[src/logic/rp_pkg.sv]
// shared bus widths, region and offset enums, sample types, constants and helpers
`default_nettype none

package rp_pkg;

  ////////////////////////////////////////////////////////////////////
  // system bus
  ////////////////////////////////////////////////////////////////////
  localparam int unsigned SYS_ADDR_W = 32;
  localparam int unsigned SYS_DATA_W = 32;

  // one word type for addr, wdata and rdata, wide enough for either
  typedef logic [((SYS_ADDR_W > SYS_DATA_W) ? SYS_ADDR_W : SYS_DATA_W)-1:0] sys_word_t;

  localparam int unsigned REGION_LSB = 20;  // region field is addr[22:20]
  localparam int unsigned REGION_W   = 3;
  localparam int unsigned REGION_N   = 8;

  typedef enum logic [REGION_W-1:0] {
    REG_HK  = 3'd0,  // housekeeping
    REG_GEN = 3'd1,  // dc generator / dac path
    REG_ADC = 3'd2   // adc sample readback
  } region_e;  // 3..7 unused, answered by the decoder

  typedef enum logic [1:0] {
    OFF_0 = 2'd0,
    OFF_1 = 2'd1,
    OFF_2 = 2'd2
  } reg_off_e;  // addr[3:2] inside a region

  ////////////////////////////////////////////////////////////////////
  // samples
  ////////////////////////////////////////////////////////////////////
  localparam int unsigned ADC_W = 14;

  typedef logic        [ADC_W-1:0] raw_code_t;  // unsigned, negative slope
  typedef logic signed [ADC_W-1:0] sample_t;    // two's complement

  localparam sample_t SAT_MAX = sample_t'(8191);
  localparam sample_t SAT_MIN = sample_t'(-8192);

  typedef logic [7:0] led_t;

  localparam sys_word_t HK_ID = 32'h5250_0a01;  // board id word

  // neg-slope code <-> two's complement, same mapping both ways
  function automatic logic [ADC_W-1:0] neg_slope(logic [ADC_W-1:0] x);
    return {x[ADC_W-1], ~x[ADC_W-2:0]};  // keep msb, flip the rest
  endfunction

  function automatic reg_off_e addr_off(sys_word_t a);
    return reg_off_e'(a[3:2]);
  endfunction

  // bits between the offset and the region field must be zero
  function automatic logic page_hit(sys_word_t a);
    return a[REGION_LSB-1:4] == '0;
  endfunction

endpackage

`default_nettype wire
[src/logic/sys_bus_if.sv]
// per-region system bus, decoder and slave views
`default_nettype none

interface sys_bus_if;
  import rp_pkg::*;

  sys_word_t addr;   // full address, slave uses the low bits
  sys_word_t wdata;
  logic      wen;    // one-cycle write strobe
  logic      ren;    // one-cycle read strobe
  sys_word_t rdata;  // valid with ack
  logic      ack;    // one cycle after the strobe
  logic      err;    // write to a read-only register

  modport decoder (
    output addr, wdata, wen, ren,
    input  rdata, ack, err
  );

  modport slave (
    input  addr, wdata, wen, ren,
    output rdata, ack, err
  );

endinterface

`default_nettype wire

[src/logic/rp_lite_top.sv]
// adc clock domain top, bus decoder with housekeeping, analog front and dac generator
`default_nettype none

module rp_lite_top (
  input  logic              adc_clk,
  input  logic              rst_i,
  // system bus
  input  rp_pkg::sys_word_t sys_addr_i,
  input  rp_pkg::sys_word_t sys_wdata_i,
  input  logic              sys_wen_i,
  input  logic              sys_ren_i,
  output rp_pkg::sys_word_t sys_rdata_o,
  output logic              sys_ack_o,
  output logic              sys_err_o,
  // converters
  input  rp_pkg::raw_code_t adc_dat_a_i,
  input  rp_pkg::raw_code_t adc_dat_b_i,
  output rp_pkg::raw_code_t dac_dat_a_o,
  output rp_pkg::raw_code_t dac_dat_b_o,
  // leds
  input  logic              ps_led_en_i,
  input  rp_pkg::led_t      ps_led_data_i,
  output rp_pkg::led_t      led_o
);
  import rp_pkg::*;

  sample_t adc_a, adc_b;  // converted or looped samples
  sample_t dac_a, dac_b;  // registered dac samples
  logic    digital_loop;

  sys_bus_if hk_bus ();
  sys_bus_if gen_bus ();
  sys_bus_if adc_bus ();

  ////////////////////////////////////////////////////////////////////
  // decode, housekeeping, execute, result
  ////////////////////////////////////////////////////////////////////
  sys_bus_decode u_decode (
    .adc_clk     (adc_clk),
    .rst_i       (rst_i),
    .sys_addr_i  (sys_addr_i),
    .sys_wdata_i (sys_wdata_i),
    .sys_wen_i   (sys_wen_i),
    .sys_ren_i   (sys_ren_i),
    .sys_rdata_o (sys_rdata_o),
    .sys_ack_o   (sys_ack_o),
    .sys_err_o   (sys_err_o),
    .hk_bus      (hk_bus),
    .gen_bus     (gen_bus),
    .adc_bus     (adc_bus)
  );

  hk_regs u_hk (
    .adc_clk        (adc_clk),
    .rst_i          (rst_i),
    .bus            (hk_bus),
    .ps_led_en_i    (ps_led_en_i),
    .ps_led_data_i  (ps_led_data_i),
    .digital_loop_o (digital_loop),
    .led_o          (led_o)
  );

  analog_front u_front (
    .adc_clk        (adc_clk),
    .rst_i          (rst_i),
    .bus            (adc_bus),
    .adc_dat_a_i    (adc_dat_a_i),
    .adc_dat_b_i    (adc_dat_b_i),
    .digital_loop_i (digital_loop),
    .dac_a_i        (dac_a),  // loop back source
    .dac_b_i        (dac_b),
    .adc_a_o        (adc_a),
    .adc_b_o        (adc_b)
  );

  dac_gen u_gen (
    .adc_clk     (adc_clk),
    .rst_i       (rst_i),
    .bus         (gen_bus),
    .adc_a_i     (adc_a),
    .adc_b_i     (adc_b),
    .dac_a_o     (dac_a),
    .dac_b_o     (dac_b),
    .dac_dat_a_o (dac_dat_a_o),
    .dac_dat_b_o (dac_dat_b_o)
  );

endmodule

`default_nettype wire

[src/logic/dac_gen.sv]
// dc level generator, adc feed-through, sum with saturation and dac code output
`default_nettype none

module dac_gen (
  input  logic              adc_clk,
  input  logic              rst_i,
  sys_bus_if.slave          bus,
  input  rp_pkg::sample_t   adc_a_i,
  input  rp_pkg::sample_t   adc_b_i,
  output rp_pkg::sample_t   dac_a_o,      // registered sample, also loop source
  output rp_pkg::sample_t   dac_b_o,
  output rp_pkg::raw_code_t dac_dat_a_o,  // neg-slope pin code
  output rp_pkg::raw_code_t dac_dat_b_o
);
  import rp_pkg::*;

  sample_t                dc_a, dc_b;      // dc levels
  logic                   feed_a, feed_b;  // unity feed-through enables
  sample_t                add_a, add_b;
  logic signed [ADC_W:0]  sum_a, sum_b;    // one guard bit
  sample_t                dac_q_a, dac_q_b;
  reg_off_e               off;
  logic                   hit;
  sys_word_t              rd_val;
  sys_word_t              rdata_q;
  logic                   ack_q;

  // clamp when the two top bits of the sum disagree
  function automatic sample_t sat(logic signed [ADC_W:0] s);
    if (s[ADC_W] != s[ADC_W-1])
      return s[ADC_W] ? SAT_MIN : SAT_MAX;
    return s[ADC_W-1:0];
  endfunction

  assign off = addr_off(bus.addr);
  assign hit = page_hit(bus.addr);

  ////////////////////////////////////////////////////////////////////
  // registers and dac sample
  ////////////////////////////////////////////////////////////////////
  always_ff @(posedge adc_clk)
  begin
    if (rst_i)
    begin
      dc_a    <= '0;
      dc_b    <= '0;
      feed_a  <= 1'b0;
      feed_b  <= 1'b0;
      dac_q_a <= '0;
      dac_q_b <= '0;
      ack_q   <= 1'b0;
    end
    else
    begin
      ack_q   <= bus.wen | bus.ren;
      dac_q_a <= sat(sum_a);
      dac_q_b <= sat(sum_b);
      if (bus.wen && hit)
      begin
        case (off)
          OFF_0:   dc_a <= bus.wdata[ADC_W-1:0];
          OFF_1:   dc_b <= bus.wdata[ADC_W-1:0];
          OFF_2:   {feed_b, feed_a} <= bus.wdata[1:0];
          default: ;
        endcase
      end
    end
  end

  assign add_a = feed_a ? adc_a_i : sample_t'(0);
  assign add_b = feed_b ? adc_b_i : sample_t'(0);
  assign sum_a = dc_a + add_a;  // signed, extended to 15 bits
  assign sum_b = dc_b + add_b;

  always_comb
  begin
    rd_val = '0;
    if (hit)
    begin
      case (off)
        OFF_0:   rd_val = sys_word_t'(dc_a);
        OFF_1:   rd_val = sys_word_t'(dc_b);
        OFF_2:   rd_val = sys_word_t'({feed_b, feed_a});
        default: rd_val = '0;
      endcase
    end
  end

  always_ff @(posedge adc_clk)
  begin
    rdata_q <= bus.ren ? rd_val : '0;
  end

  assign bus.ack   = ack_q;
  assign bus.err   = 1'b0;  // all registers writable
  assign bus.rdata = rdata_q;

  assign dac_a_o     = dac_q_a;
  assign dac_b_o     = dac_q_b;
  assign dac_dat_a_o = neg_slope(dac_q_a);  // back to neg-slope
  assign dac_dat_b_o = neg_slope(dac_q_b);

endmodule

`default_nettype wire

[src/logic/analog_front.sv]
// adc pin capture, neg-slope conversion, digital loop mux and sample readback
`default_nettype none

module analog_front (
  input  logic              adc_clk,
  input  logic              rst_i,
  sys_bus_if.slave          bus,
  input  rp_pkg::raw_code_t adc_dat_a_i,
  input  rp_pkg::raw_code_t adc_dat_b_i,
  input  logic              digital_loop_i,  // take dac samples instead of pins
  input  rp_pkg::sample_t   dac_a_i,
  input  rp_pkg::sample_t   dac_b_i,
  output rp_pkg::sample_t   adc_a_o,
  output rp_pkg::sample_t   adc_b_o
);
  import rp_pkg::*;

  raw_code_t raw_a, raw_b;  // io registers
  sample_t   smp_a, smp_b;  // readback copies
  sys_word_t rd_val;
  sys_word_t rdata_q;
  logic      ack_q;
  logic      err_q;

  always_ff @(posedge adc_clk)
  begin
    raw_a <= adc_dat_a_i;
    raw_b <= adc_dat_b_i;
    smp_a <= adc_a_o;  // one edge behind the converted sample
    smp_b <= adc_b_o;
  end

  // unsigned neg-slope -> two's complement, or loop back the dac
  assign adc_a_o = digital_loop_i ? dac_a_i : sample_t'(neg_slope(raw_a));
  assign adc_b_o = digital_loop_i ? dac_b_i : sample_t'(neg_slope(raw_b));

  ////////////////////////////////////////////////////////////////////
  // readback, whole region is read-only
  ////////////////////////////////////////////////////////////////////
  always_comb
  begin
    rd_val = '0;
    if (page_hit(bus.addr))
    begin
      case (addr_off(bus.addr))
        OFF_0:   rd_val = sys_word_t'(smp_a);  // sign extended
        OFF_1:   rd_val = sys_word_t'(smp_b);
        default: rd_val = '0;
      endcase
    end
  end

  always_ff @(posedge adc_clk)
  begin
    if (rst_i)
    begin
      ack_q <= 1'b0;
      err_q <= 1'b0;
    end
    else
    begin
      ack_q <= bus.wen | bus.ren;
      err_q <= bus.wen;  // any write here is an error
    end
    rdata_q <= bus.ren ? rd_val : '0;
  end

  assign bus.ack   = ack_q;
  assign bus.err   = err_q;
  assign bus.rdata = rdata_q;

endmodule

`default_nettype wire

[src/logic/hk_regs.sv]
// housekeeping registers (id, digital loop, led data) and the led override mux
`default_nettype none

module hk_regs (
  input  logic          adc_clk,
  input  logic          rst_i,
  sys_bus_if.slave      bus,
  input  logic          ps_led_en_i,    // ps takes over the leds
  input  rp_pkg::led_t  ps_led_data_i,
  output logic          digital_loop_o,
  output rp_pkg::led_t  led_o
);
  import rp_pkg::*;

  reg_off_e  off;
  logic      hit;      // inside the register page
  logic      loop_q;   // dac -> adc loop switch
  led_t      led_q;
  sys_word_t rd_val;
  sys_word_t rdata_q;
  logic      ack_q;
  logic      err_q;

  assign off = addr_off(bus.addr);
  assign hit = page_hit(bus.addr);

  ////////////////////////////////////////////////////////////////////
  // register writes and bus response
  ////////////////////////////////////////////////////////////////////
  always_ff @(posedge adc_clk)
  begin
    if (rst_i)
    begin
      loop_q <= 1'b0;
      led_q  <= '0;
      ack_q  <= 1'b0;
      err_q  <= 1'b0;
    end
    else
    begin
      ack_q <= bus.wen | bus.ren;
      err_q <= bus.wen & hit & (off == OFF_0);  // id is read-only
      if (bus.wen && hit)
      begin
        case (off)
          OFF_1:   loop_q <= bus.wdata[0];
          OFF_2:   led_q  <= bus.wdata[7:0];
          default: ;  // id and unmapped, nothing stored
        endcase
      end
    end
  end

  always_comb
  begin
    rd_val = '0;  // unmapped reads zero
    if (hit)
    begin
      case (off)
        OFF_0:   rd_val = HK_ID;
        OFF_1:   rd_val = sys_word_t'(loop_q);
        OFF_2:   rd_val = sys_word_t'(led_q);
        default: rd_val = '0;
      endcase
    end
  end

  always_ff @(posedge adc_clk)
  begin
    rdata_q <= bus.ren ? rd_val : '0;
  end

  assign bus.ack   = ack_q;
  assign bus.err   = err_q;
  assign bus.rdata = rdata_q;

  assign digital_loop_o = loop_q;
  assign led_o = ps_led_en_i ? ps_led_data_i : led_q;  // ps wins over hk

endmodule

`default_nettype wire

[src/logic/sys_bus_decode.sv]
// system bus decoder, region strobe routing and read-data / ack / err return mux
`default_nettype none

module sys_bus_decode (
  input  logic              adc_clk,
  input  logic              rst_i,
  input  rp_pkg::sys_word_t sys_addr_i,
  input  rp_pkg::sys_word_t sys_wdata_i,
  input  logic              sys_wen_i,
  input  logic              sys_ren_i,
  output rp_pkg::sys_word_t sys_rdata_o,
  output logic              sys_ack_o,
  output logic              sys_err_o,
  sys_bus_if.decoder        hk_bus,
  sys_bus_if.decoder        gen_bus,
  sys_bus_if.decoder        adc_bus
);
  import rp_pkg::*;

  logic [REGION_N-1:0] region_sel;  // one-hot region
  region_e             region;      // region of the current address
  region_e             region_q;    // region of the outstanding access
  logic                unused_hit;  // strobe into regions 3..7

  assign region     = region_e'(sys_addr_i[REGION_LSB +: REGION_W]);
  assign region_sel = {{(REGION_N-1){1'b0}}, 1'b1} << sys_addr_i[REGION_LSB +: REGION_W];

  // address and data fan out to all, strobes only to the selected one
  assign hk_bus.addr   = sys_addr_i;
  assign hk_bus.wdata  = sys_wdata_i;
  assign hk_bus.wen    = sys_wen_i & region_sel[REG_HK];
  assign hk_bus.ren    = sys_ren_i & region_sel[REG_HK];
  assign gen_bus.addr  = sys_addr_i;
  assign gen_bus.wdata = sys_wdata_i;
  assign gen_bus.wen   = sys_wen_i & region_sel[REG_GEN];
  assign gen_bus.ren   = sys_ren_i & region_sel[REG_GEN];
  assign adc_bus.addr  = sys_addr_i;
  assign adc_bus.wdata = sys_wdata_i;
  assign adc_bus.wen   = sys_wen_i & region_sel[REG_ADC];
  assign adc_bus.ren   = sys_ren_i & region_sel[REG_ADC];

  assign unused_hit = (sys_wen_i | sys_ren_i) &
                      ~(region_sel[REG_HK] | region_sel[REG_GEN] | region_sel[REG_ADC]);

  // slave answers one cycle later, so remember who was asked
  always_ff @(posedge adc_clk)
  begin
    if (rst_i)
      region_q <= REG_HK;
    else if (sys_wen_i || sys_ren_i)
      region_q <= region;
  end

  ////////////////////////////////////////////////////////////////////
  // return path
  ////////////////////////////////////////////////////////////////////
  always_comb
  begin
    sys_rdata_o = '0;
    sys_ack_o   = 1'b0;
    sys_err_o   = 1'b0;
    if (unused_hit)
    begin
      sys_ack_o = 1'b1;  // empty region, same-cycle ack, zero data
    end
    else
    begin
      case (region_q)
        REG_HK:  {sys_rdata_o, sys_ack_o, sys_err_o} = {hk_bus.rdata, hk_bus.ack, hk_bus.err};
        REG_GEN: {sys_rdata_o, sys_ack_o, sys_err_o} = {gen_bus.rdata, gen_bus.ack, gen_bus.err};
        REG_ADC: {sys_rdata_o, sys_ack_o, sys_err_o} = {adc_bus.rdata, adc_bus.ack, adc_bus.err};
        default: sys_ack_o = 1'b0;
      endcase
    end
  end

endmodule

`default_nettype wire

[config.mk]
export PLATFORM = sky130hd
export DESIGN_NAME = rp_lite_top
export DESIGN_NICKNAME = d
export VERILOG_FILES = /design/src/logic/rp_pkg.sv /design/src/logic/sys_bus_if.sv /design/src/logic/rp_lite_top.sv /design/src/logic/dac_gen.sv /design/src/logic/analog_front.sv /design/src/logic/hk_regs.sv /design/src/logic/sys_bus_decode.sv
export SDC_FILE = /design/constraint.sdc
export NUM_CORES = 1
export LEC_CHECK = 0
export BUFFER_PORTS_ARGS = -buffer_cell sky130_fd_sc_hd__buf_2
export CORE_MARGIN = 2
export CORE_UTILIZATION = 35
export DETAILED_ROUTE_END_ITERATION = 12
export GPL_TIMING_DRIVEN = 0
export SLEW_MARGIN = 10
export SYNTH_ARGS = -nofsm -noshare
export SYNTH_HDL_FRONTEND = slang
export SYNTH_HIERARCHICAL = 1
export SYNTH_SLANG_ARGS = --single-unit
[constraint.sdc]
create_clock -name adc_clk -period 4.1 [get_ports adc_clk]
set_input_delay 0.82 -clock adc_clk [delete_from_list [all_inputs] [get_ports adc_clk]]
set_output_delay 0.82 -clock adc_clk [all_outputs]
set_load 0.01 [all_outputs]
After elaboration in Yosys (flattened, before gate mapping)
Index checks and enable logic that the tools add are counted.
{ "word_totals": {"ff_bits": 227, "latch_bits": 0, "mem_bits_rw": 0, "romBits": 0, "input_bits": 105, "output_inout_bits": 70, "wordCells": 88, "n_memories": 0} }
{ "classes": {"add_sub_neg": 2, "multipliers": 0, "div": 0, "order_cmp": 0, "eq_ne": 6, "shifts": 1, "mux": 24, "bitwise_logic": 20, "n_reduce_logical": 14} }
{ "op_table": {"columns": ["cell", "n"], "rows": [
  ["32-bit one-hot mux with 3 select lines", 2],
  ["14-bit two-way mux", 10],
  ["31-bit one-hot mux with 3 select lines", 1],
  ["32-bit one-hot mux with 2 select lines", 1],
  ["13-bit NOT", 4],
  ["32-bit two-way mux", 1],
  ["14-bit by 14-bit adder with 15-bit output", 2],
  ["16-bit logical NOT", 1],
  ["2-bit AND reduction", 8],
  ["1-bit AND", 9],
  ["8-bit two-way mux", 1],
  ["1-bit two-way mux", 6],
  ["1-bit bitwise OR", 6],
  ["3-bit by 1-bit equality test with 1-bit output (second input constant)", 1],
  ["3-bit by 2-bit equality test with 1-bit output (second input constant)", 1],
  ["3-bit logical NOT", 1],
  ["1-bit one-hot mux with 3 select lines", 1],
  ["1-bit by 3-bit left shift with 3-bit output (first input constant)", 1],
  ["2-bit by 1-bit equality test with 1-bit output (second input constant)", 1],
  ["2-bit equality test (second input constant)", 1],
  ["1-bit logical AND", 2],
  ["2-bit logical NOT", 1],
  ["1-bit inequality test", 2],
  ["1-bit one-hot mux with 2 select lines", 1],
  ["2 further kinds", 2]
]} }

Depth between registers and ports, before layout
Gate-level depths: netlist of the first run.
{ "depth": {"ltp_word": 8, "mapped_depth": 15, "depth_no_buf": 12} }

Modules after synthesis
Netlist of the first run, hierarchy kept.
{ "by_module_without_submodules": {"columns": ["module", "instances", "cells_per_inst", "area_per_inst_um2", "seq_area_each_um2"], "rows": [
  ["dac_gen", 1, 554, 4715.8, 1461.4],
  ["sys_bus_decode", 1, 370, 2691.3, 60.1],
  ["analog_front", 1, 192, 2214.6, 1441.4],
  ["hk_regs", 1, 110, 1067.3, 400.4]
]} }

Worst setup path before layout of the first run
OpenSTA, ideal clock, no wires.
{ "synth_timing": {"path_type": "register to register", "from": "register u_hk.loop_q, in the netlist u_hk/digital_loop_o", "to": "register u_gen.dac_q_a[12], in the netlist u_gen/dac_a_o[12]", "setup_time_ps": 132, "t_arrival_ps": 3147, "required_ps": 3968, "slack_ps": 822, "path_stages_with_launch": 16, "path_buffers": 3, "synth_period_minus_slack_ps": 3278, "path_cell_list": "dfxtp_1 > buf_2 > clkbuf_1 > nand2_1 > o21ai_0 > and2_1 > ha_1 > fa_1 > a211oi_1 > o21bai_1 > a21o_1 > a311oi_2 > nand2_1 > buf_2 > a211oi_1 > nor3_1"} }
{ "synth_via": {"elab_chain_len": 7, "word_cells_on_any_way": 9, "classes_between": "add/sub: 1; eq/ne: 1; mux: 7"} }
{ "synth_rtl": {"columns": ["item", "line_no", "rtl"], "rows": [
  ["start, declared", "hk_regs.sv:17", "logic loop_q;"],
  ["start signal, assigned", "hk_regs.sv:46", "OFF_1: loop_q <= bus.wdata[0];"],
  ["14-bit two-way mux *", "analog_front.sv:34", "assign adc_a_o = digital_loop_i ? dac_a_i : sample_t'(neg_slope(raw_a));"],
  ["net adc_a[0]", "rp_lite_top.sv:27", "sample_t adc_a, adc_b;"],
  ["14-bit two-way mux *", "dac_gen.sv:70", "assign add_a = feed_a ? adc_a_i : sample_t'(0);"],
  ["14-bit by 14-bit adder with 15-bit output *", "dac_gen.sv:72", "assign sum_a = dc_a + add_a;"],
  ["1-bit inequality test", "dac_gen.sv:30", "if (s[ADC_W] != s[ADC_W-1])"],
  ["1-bit two-way mux", "dac_gen.sv:30", null],
  ["1-bit two-way mux", "dac_gen.sv:43", "if (rst_i)"],
  ["14-bit two-way mux *", "dac_gen.sv:32", "return s[ADC_W-1:0];"],
  ["end signal, assigned", "dac_gen.sv:56", "dac_q_a <= sat(sum_a);"],
  ["end, declared", "dac_gen.sv:21", "sample_t dac_q_a, dac_q_b;"]
]} }
Mark *: on every way through the listed nets, which the timed path passes. The rest lies on a longest branch. The select of a mux whose other input is x is not followed.
A chain may end at the register's enable or synchronous reset.

Worst setup path in the final report of the first run
{ "layout_timing": {"from": "register u_hk.loop_q, in the netlist u_hk/digital_loop_o", "to": "register u_gen.dac_q_b[5], in the netlist u_gen/dac_b_o[5]"} }
{ "layout_via": {"elab_chain_len": 7, "word_cells_on_any_way": 9, "classes_between": "add/sub: 1; eq/ne: 1; mux: 7"} }
{ "layout_rtl": {"columns": ["item", "line_no", "rtl"], "rows": [
  ["14-bit two-way mux *", "analog_front.sv:35", "assign adc_b_o = digital_loop_i ? dac_b_i : sample_t'(neg_slope(raw_b));"],
  ["net adc_b[0]", "rp_lite_top.sv:27", null],
  ["14-bit two-way mux *", "dac_gen.sv:71", "assign add_b = feed_b ? adc_b_i : sample_t'(0);"],
  ["14-bit by 14-bit adder with 15-bit output *", "dac_gen.sv:73", "assign sum_b = dc_b + add_b;"],
  ["1-bit inequality test", "dac_gen.sv:30", null],
  ["1-bit two-way mux", "dac_gen.sv:30", null],
  ["1-bit two-way mux", "dac_gen.sv:43", null],
  ["14-bit two-way mux *", "dac_gen.sv:32", null],
  ["end signal, assigned", "dac_gen.sv:57", "dac_q_b <= sat(sum_b);"],
  ["end, declared", "dac_gen.sv:21", null]
]} }
Marked as above.

==> results.toml, run 1 <==
[placed_design]
dpl.hpwl_um = 19840
portBuffers = 112
placed_area_um2 = 10910
gp_congestion = 0.8761

[cells_and_area]
antenna_cells = 0
syn2layout_area_growth_pct = 17.47
fin_area_um2 = 11530
drive_gt1_share_pct = 31.08
num-nets-final = 1393
num-fill-cells = 2750
final_util_pct = 41.63

[routing]
detail-route-antenna-nets = 0
wl_per_cell_um = 15.22
num_vias = 7628
viasPerCell = 4.626
routed_wl_um = 25100
remaining_drc_errors = 0
first_iter_violations = 384
drtPass1Iterations = 7

[cts]
numCtsBuffers = 17
clockBufferDepth = 2
clock_sinks = 168
clkLatencyLatePin_ns = 0.43
ctsHoldBuffers = 0
path_clk_slew_ns = 0.07
ctsHtreeMaxLevel = 4
cts-root-buf = "clkbuf_16"
cts_tree = "yes"

[die]
core-area_um2 = 27710
rows = 61
die_y_um = 171.5
pin_count = 175
die_width_um = 171.5
start_util_pct = 35.44
die-area_um2 = 29410

[grt]
grt_first_pass_wirelength_um = 38820
overflow = 0
grt.total_usage_pct = 17.11
grt_antenna_before_repair = 0
grt_pass1_vias = 7274
grt_max_degree = 20

[worst_hold_path]
min_to = "u_front/smp_a[0]"
hold_class = "flip-flop to flip-flop"
worstHoldStart = "u_front/raw_a[0]"
holdPathStages = 1

[setup_path]
r2r_end = "u_gen/dac_b_o[5]"
crit_path_start_kind = "flip-flop"
cp_max_fo = 10
required_ns = 4.42
worst_setup_path_end_kind = "flip-flop"
arrival_ns = 4.21
ff2ff_path_depth = 14
r2r_start = "u_hk/digital_loop_o"
r2r_slack_ns = 0.21
worstSetupPathType = "flip-flop to flip-flop"

[synth]
synth_area_um2 = 9818
synth_cells = 1110
yosys_warnings = 6
avgSynthCellArea_um2 = 8.845

[power_and_ir_drop]
total_power_mw = 3.531
p_leak_nw = 4.858
powerDensity_nw_per_um2 = 306.2
vdd_drop_max_mv = 0.2922

[job]
cap_viol_max_count = 0

[timing]
finalHoldViolCount = 0
fin_tns_setup_ns = 0
post-route-min-period_ns = 3.890
finalSetupViolations = 0
timing.fmax_mhz = 257.1
hold-worst-slack_ns = 0.4351
relSlewSlack_pct = 45.30
worst_clock_skew_ns = 0.009003
slew_violations = 0
tightest_slew_ns = 0.8205
fin_crit_sh_pct = 94.87

[status]
status = "completed"
where the power goes:
group	switching [mW]	internal, mW
registers	0.0105	1.66
logic	0.151	0.148
clock network	0.688	0.869
critical path, stage by stage, from the launching register on:
cell and delay (ns):
dfxtp_1 0.40, clkbuf_4 0.26, buf_2 0.25, o21ai_1 0.18, and2_1 0.20, ha_1 0.20, fa_1 0.44, a211oi_2 0.28
o21ai_1 0.20, a211oi_4 0.38, o21ai_2 0.17, a21o_4 0.24, and2_4 0.16, buf_6 0.14, a221oi_2 0.27
how the worst max path moves through the flow:
stage	startpoint	endpoint	depth (start not counted)
3_5_place_dp	u_hk/digital_loop_o	u_gen/dac_b_o[12]	13
2_1_floorplan	u_hk/digital_loop_o	u_gen/dac_a_o[12]	15
3_3_place_gp	u_hk/digital_loop_o	u_gen/dac_b_o[12]	13
5_1_grt	u_hk/digital_loop_o	u_gen/dac_a_o[12]	15
4_1_cts	u_hk/digital_loop_o	u_gen/dac_b_o[5]	14
6_report	u_hk/digital_loop_o	u_gen/dac_b_o[5]	14
cells in the final DEF (no fill, tap or decap), types with 23 or more instances in the layout:
cell type	n
a21oi_1	57
and2_1	36
dfxtp_1	168
inv_1	37
buf_4	145
or2_0	27
mux2i_1	102
nand2b_1	23
ha_1	28
nor2_1	79
buf_2	126
o21ai_0	55
nand2_1	100
area by class of cell:
type | count | area [um^2] | share of cell area, %
multi-input combinational | 732 | 5067 | 43.94
sequential | 168 | 3363 | 29.16
buffer | 188 | 1341 | 11.63
timing repair buffer | 113 | 568.0 | 4.925
tap | 378 | 473.0 | 4.101
clock buffer | 19 | 442.9 | 3.840
inverter | 38 | 142.6 | 1.237
clock inverter | 13 | 135.1 | 1.172
sequential cells by signal, indices dropped and copies added, names as in the netlist, 3 cells and up:
| signal | cells |
|---|---|
| u_decode/region_q | 3 |
| u_front/bus.rdata | 14 |
| u_front/raw_a | 14 |
| u_front/raw_b | 14 |
| u_front/smp_a | 14 |
| u_front/smp_b | 14 |
| u_gen/bus.rdata | 14 |
| u_gen/dac_a_o | 14 |
| u_gen/dac_b_o | 14 |
| u_gen/dc_a | 14 |
| u_gen/dc_b | 14 |
| u_hk/bus.rdata | 9 |
| u_hk/led_q | 8 |
per-layer routing:
layer,track usage (%),vias to the layer above,wire (um)
met2,28.16,178,11470
met3,2.945,24,1059
met1,22.90,3472,12110
met5,0,-,0
li1,-,3954,-
met4,5.048,0,454
stage by stage:
stage               setup slack, ns  std cells
floorplan                    0.8215       1126
global placement            -0.1467       1616
detailed placement          -0.1495       1616
CTS                        0.005954       1648
global route               -0.01252       1649
finish                       0.2104       1649
timing repair:
action,in CTS,in global routing
setup endpoints to repair,14,24
buffers inserted,0,1
endpoints found under the hold margin,0,0
pin swaps,0,2
resized for setup,3,9
Power figures use the tool's default switching activity.
==> inputs of run 2 (changes only) <==
Settings changed: CORE_UTILIZATION 35 to 50, PLACE_DENSITY from default to 0.75.
Clock period 4.1 ns to 3.2 ns, I/O delays scaled along.
==> run 2 against run 1 <==
Compared with the run above:
- non-clock buffer count increased by 36
- global-route usage increased by 7.4 points
- die area decreased by 29%
- fmax increased by 22%
==> results.toml, run 2 (same netlist as run 1, synthesis figures left out) <==
[setup_path]
crit_path_start_kind = "flip-flop"
required_ns = 3.53
ff2ff_path_depth = 13
worst_setup_path_end_kind = "flip-flop"
r2r_start = "u_hk/digital_loop_o"
r2r_slack_ns = 0.0002
r2r_end = "u_gen/dac_b_o[12]"
worstSetupPathType = "flip-flop to flip-flop"
arrival_ns = 3.53
cp_max_fo = 10

[grt]
grt.total_usage_pct = 24.54
grt_first_pass_wirelength_um = 39480
overflow = 0
grt_max_degree = 20
grt_antenna_before_repair = 0
grt_pass1_vias = 7702

[timing]
worst_clock_skew_ns = 0.01307
fin_crit_sh_pct = 99.99
finalHoldViolCount = 0
layout_setup_ws_ns = 0.0002482
post-route-min-period_ns = 3.200
rsz0062_at_grt = "yes"
finalSetupViolations = 0
slew_violations = 0
relSlewSlack_pct = 37.55
timing.fmax_mhz = 312.5
fin_tns_setup_ns = 0
tightest_slew_ns = 0.9368

[cts]
cts-root-buf = "clkbuf_16"
numCtsBuffers = 17
clockBufferDepth = 2
cts_tree = "yes"
clkLatencyLatePin_ns = 0.43
ctsHoldBuffers = 0
clock_sinks = 168
path_clk_slew_ns = 0.07
ctsHtreeMaxLevel = 4

[power_and_ir_drop]
total_power_mw = 4.676
clockPowerShare_pct = 45.9
combinationalPowerShare_pct = 8.2
power_switching_mw = 1.038
vdd_drop_max_mv = 0.3899
seqPwrFrac_pct = 45.9
p_leak_nw = 5.110
power.internal_mw = 3.638
swShare_pct = 22.20
powerDensity_nw_per_um2 = 385.9

[routing]
num_vias = 8074
routed_wl_um = 25800
viasPerCell = 5.136
remaining_drc_errors = 0
drtPass1Iterations = 5
detail-route-antenna-nets = 0
first_iter_violations = 425
wl_per_cell_um = 16.41

[cells_and_area]
multiInputGateArea_um2 = 5390
drive_gt1_share_pct = 37.57
antenna_cells = 0
num-fill-cells = 1586
syn2layout_area_growth_pct = 23.44
layout.cells.most_common = "buf_4"
final_util_pct = 62.68
area.sequential_um2 = 3367
mostFrequentLayoutCells = "buf_4 (184), dfxtp_1 (167), buf_2 (121)"
num-nets-final = 1429

[worst_hold_path]
hold_class = "input port to flip-flop"
min_to = "u_front/raw_b[4]"
worstHoldStart = "adc_dat_b_i[4]"
holdPathStages = 1

[status]
status = "completed"

[die]
pin_count = 175
start_util_pct = 50.78
die_width_um = 144.1
rows = 51
die_y_um = 144.1
core-area_um2 = 19330
die-area_um2 = 20770

[placed_design]
portBuffers = 112
dpl.hpwl_um = 18630
gp_congestion = 0.9613
dp_slack_ns = -0.7875

[job]
cap_viol_max_count = 0
-- run 2: per-layer routing --
metal | wire length [um] | up-vias | track usage [%]
met1 | 11350 | 3711 | 31.01
li1 | - | 4017 | -
met3 | 1376 | 60 | 4.238
met2 | 12090 | 286 | 41.30
met5 | 0 | - | 0
met4 | 972 | 0 | 10.63
-- run 2: power groups by stage --
| stage | Clock, mW | Sequential [mW] | Combinational, mW |
|---|---|---|---|
| after floorplan | 0 | 2.19 | 0.273 |
| after global placement | 0 | 2.19 | 0.373 |
| after detailed placement | 0 | 2.19 | 0.378 |
| after CTS | 2.17 | 2.15 | 0.380 |
| after global routing | 2.25 | 2.15 | 0.414 |
| final | 2.15 | 2.15 | 0.382 |
-- run 2: critical path, cell delays in order (launching register included) --
cell	delay, ns
dfxtp_4	0.41
buf_4	0.20
nand2_1	0.06
o21ai_0	0.12
and2_1	0.21
ha_1	0.43
nand3_1	0.16
a21boi_2	0.20
a211oi_4	0.07
buf_4	0.16
or4b_1	0.53
nand3_1	0.12
nand2_1	0.08
a311oi_2	0.32
-- run 2: layout make-up --
type,instances,area share (%)
buffer,185,11.47
clock buffer,23,4.026
clock inverter,9,1.136
inverter,38,1.177
multi-input combinational,732,44.48
sequential,168,27.78
tap,265,2.736
timing repair buffer,152,7.196
-- run 2: worst max-delay path by stage --
stage / slack [ns] / startpoint / to / depth (start not counted)
after floorplan: -0.01 / u_hk/digital_loop_o / u_gen/dac_a_o[12] / 15
after global placement: -0.76 / u_hk/digital_loop_o / u_gen/dac_b_o[12] / 13
after detailed placement: -0.79 / u_hk/digital_loop_o / u_gen/dac_b_o[12] / 13
after CTS: 0.0003 / u_hk/digital_loop_o / u_gen/dac_b_o[2] / 15
after global routing: -0.14 / u_hk/digital_loop_o / u_gen/dac_b_o[12] / 13
final: 0.0002 / u_hk/digital_loop_o / u_gen/dac_b_o[12] / 13
-- run 2: repair_timing --
action	in CTS	in global routing
endpoints found under the setup margin	28	27
pin swaps	18	27
resized for setup	62	70
buffers inserted	25	14
gates cloned	1	0
-- run 2: through the flow --
step | hold slack, ns | std cells | cell area (um^2)
after floorplan | 0.4077 | 1126 | 9884
after detailed placement | 0.4356 | 1503 | 10780
after CTS | 0.2921 | 1560 | 11790
final | 0.3021 | 1572 | 12120
after global placement | 0.4342 | 1503 | 10780
after global routing | 0.2931 | 1572 | 12120
==> inputs of run 3 (changes only) <==
--- a/config.mk
+++ b/config.mk
@@ -13,2 +13,3 @@
 export PLACE_DENSITY = 0.75
+export SKIP_CTS_REPAIR_TIMING = 1
 export SLEW_MARGIN = 10
--- a/constraint.sdc
+++ b/constraint.sdc
@@ -3,2 +3,2 @@
 set_output_delay 0.64 -clock adc_clk [all_outputs]
-set_load 0.01 [all_outputs]
+set_load 0.005 [all_outputs]
==> run 3 against run 2 <==
Compared with the run above:
- the run now ends with negative setup slack left
- non-clock buffer count decreased by 14
- cell count decreased by 0.83%
- cell area decreased by 1.5%
- worst setup slack got worse by 0.16 ns
- worst hold slack about the same
- first-iteration DRC count decreased by 0.94%
- critical path type unchanged
- largest power group unchanged
==> results.toml, run 3 (same netlist as run 1, synthesis figures left out) <==
[routing]
remaining_drc_errors = 0
routed_wl_um = 25320
first_iter_violations = 421
drtPass1Iterations = 5
viasPerCell = 5.138
wl_per_cell_um = 16.24
num_vias = 8010
detail-route-antenna-nets = 0

[die]
die_width_um = 144.1
die_y_um = 144.1
start_util_pct = 50.78
rows = 51
die-area_um2 = 20770
core-area_um2 = 19330
pin_count = 175

[timing]
fin_crit_sh_pct = 104.9
layout_setup_ws_ns = -0.1579
post-route-min-period_ns = 3.358
timing.fmax_mhz = 297.8
fin_tns_setup_ns = -1.443
tightest_slew_ns = 0.9525
rsz0062_at_grt = "yes"
relSlewSlack_pct = 36.50
finalSetupViolations = 24
finalHoldViolCount = 0
slew_violations = 0
worst_clock_skew_ns = 0.01350

[cells_and_area]
syn2layout_area_growth_pct = 21.60
drive_gt1_share_pct = 35.86
num-fill-cells = 1642
fin_area_um2 = 11940
antenna_cells = 0
mostFrequentLayoutCells = "buf_4 (167), dfxtp_1 (167), buf_2 (121)"
num-nets-final = 1416

[power_and_ir_drop]
powerDensity_nw_per_um2 = 391.0
total_power_mw = 4.668
p_leak_nw = 5.026
seqPwrFrac_pct = 46.0
clockPowerShare_pct = 46.0
power.internal_mw = 3.638
power_switching_mw = 1.030
vdd_drop_max_mv = 0.3905
swShare_pct = 22.07
combinationalPowerShare_pct = 8.0

[cts]
numCtsBuffers = 17
cts_tree = "yes"
clock_sinks = 168
path_clk_slew_ns = 0.07
clockBufferDepth = 2
cts-root-buf = "clkbuf_16"
clkLatencyLatePin_ns = 0.43
ctsHtreeMaxLevel = 4

[placed_design]
placed_area_um2 = 10780
gp_congestion = 0.9613
portBuffers = 112
dpl.hpwl_um = 18630

[job]
cap_viol_max_count = 0

[grt]
overflow = 0
grt_antenna_before_repair = 0
grt_pass1_vias = 7434
grt_max_degree = 20
grt.total_usage_pct = 23.61
grt_first_pass_wirelength_um = 37960

[setup_path]
crit_path_start_kind = "flip-flop"
worst_setup_path_end_kind = "flip-flop"
crit_chain = "buf_8 > buf_6 > o21ai_0 > and2_1 > ha_1 > a21oi_1 > a21boi_1 > a211oi_4 > o21ai_4 > a21o_4 > buf_4 > mux2_2 > a21oi_2"
cp_max_fo = 10
arrival_ns = 3.71
worstSetupPathType = "flip-flop to flip-flop"
cpPeakStageDelay_ns = 0.43
required_ns = 3.55
slowest_stage = "o21ai_0"

[worst_hold_path]
hold_class = "input port to flip-flop"

[status]
failed_checks = "negative setup slack"
status = "finished with violations"
-- run 3: cell count changes in the layout (fill, tap and decap cells not counted), moves of 3 or more --
cell      before  now
a21oi_2       35   30
buf_4        184  167
ha_2           9    5
a21oi_1       41   47
clkbuf_1      18   21
o21ai_2        5    8
ha_1          16   22
-- run 3: worst max-delay path, delay by kind of cell (launching register included) --
kind	cells	cell delay [ns]
flops	1	0.36
mux	1	0.26
buf+inv	3	0.42
fa+ha+maj	1	0.31
compound gates	7	1.72
simple gates	1	0.20
-- run 3: stage by stage --
step	std cells	utilization [%]	worst slack, ns	hold WS (ns)
after floorplan	1126	-	-0.01449	0.4077
after global placement	1503	55.74	-0.7623	0.4342
after detailed placement	1503	55.74	-0.7875	0.4356
after CTS	1535	58.97	-0.8680	0.2921
after global routing	1559	61.75	-0.3303	0.2924
final	1559	61.75	-0.1579	0.3018
-- run 3: path summary, 6_finish.rpt --
check	startpoint	endpoint	slack (ns)	cells after the start
hold reg to reg	u_front/raw_a[0]	u_front/smp_a[0]	0.43	1
hold / removal	adc_dat_b_i[4]	u_front/raw_b[4]	0.30	1
setup reg to reg	u_hk/digital_loop_o	u_gen/dac_b_o[2]	-0.16	13
setup / recovery	u_hk/digital_loop_o	u_gen/dac_b_o[2]	-0.16	13
-- run 3: layout make-up --
| cell class | instances | area, um^2 | area share (%) |
|---|---|---|---|
| inverter | 38 | 142.6 | 1.195 |
| timing repair buffer | 136 | 744.5 | 6.236 |
| multi-input combinational | 733 | 5335 | 44.69 |
| sequential | 168 | 3367 | 28.20 |
| clock buffer | 23 | 488.0 | 4.087 |
| buffer | 187 | 1393 | 11.66 |
| clock inverter | 9 | 137.6 | 1.153 |
| tap | 265 | 331.6 | 2.777 |
-- run 3: per-layer routing --
layer | share of wire (%) | vias up | GRT usage (%)
met5 | 0 | - | 0
met4 | 3.2 | 0 | 10.53
met3 | 5.3 | 47 | 3.841
met2 | 47 | 259 | 38.72
met1 | 44 | 3706 | 30.70
li1 | - | 3998 | -
-- run 3: power groups by stage --
stage / Sequential [mW] / Combinational, mW / Clock [mW]
6_report: 2.15 / 0.375 / 2.15
5_1_grt: 2.15 / 0.407 / 2.26
4_1_cts: 2.15 / 0.371 / 2.17
3_5_place_dp: 2.19 / 0.370 / 0
3_3_place_gp: 2.19 / 0.364 / 0
2_1_floorplan: 2.19 / 0.265 / 0
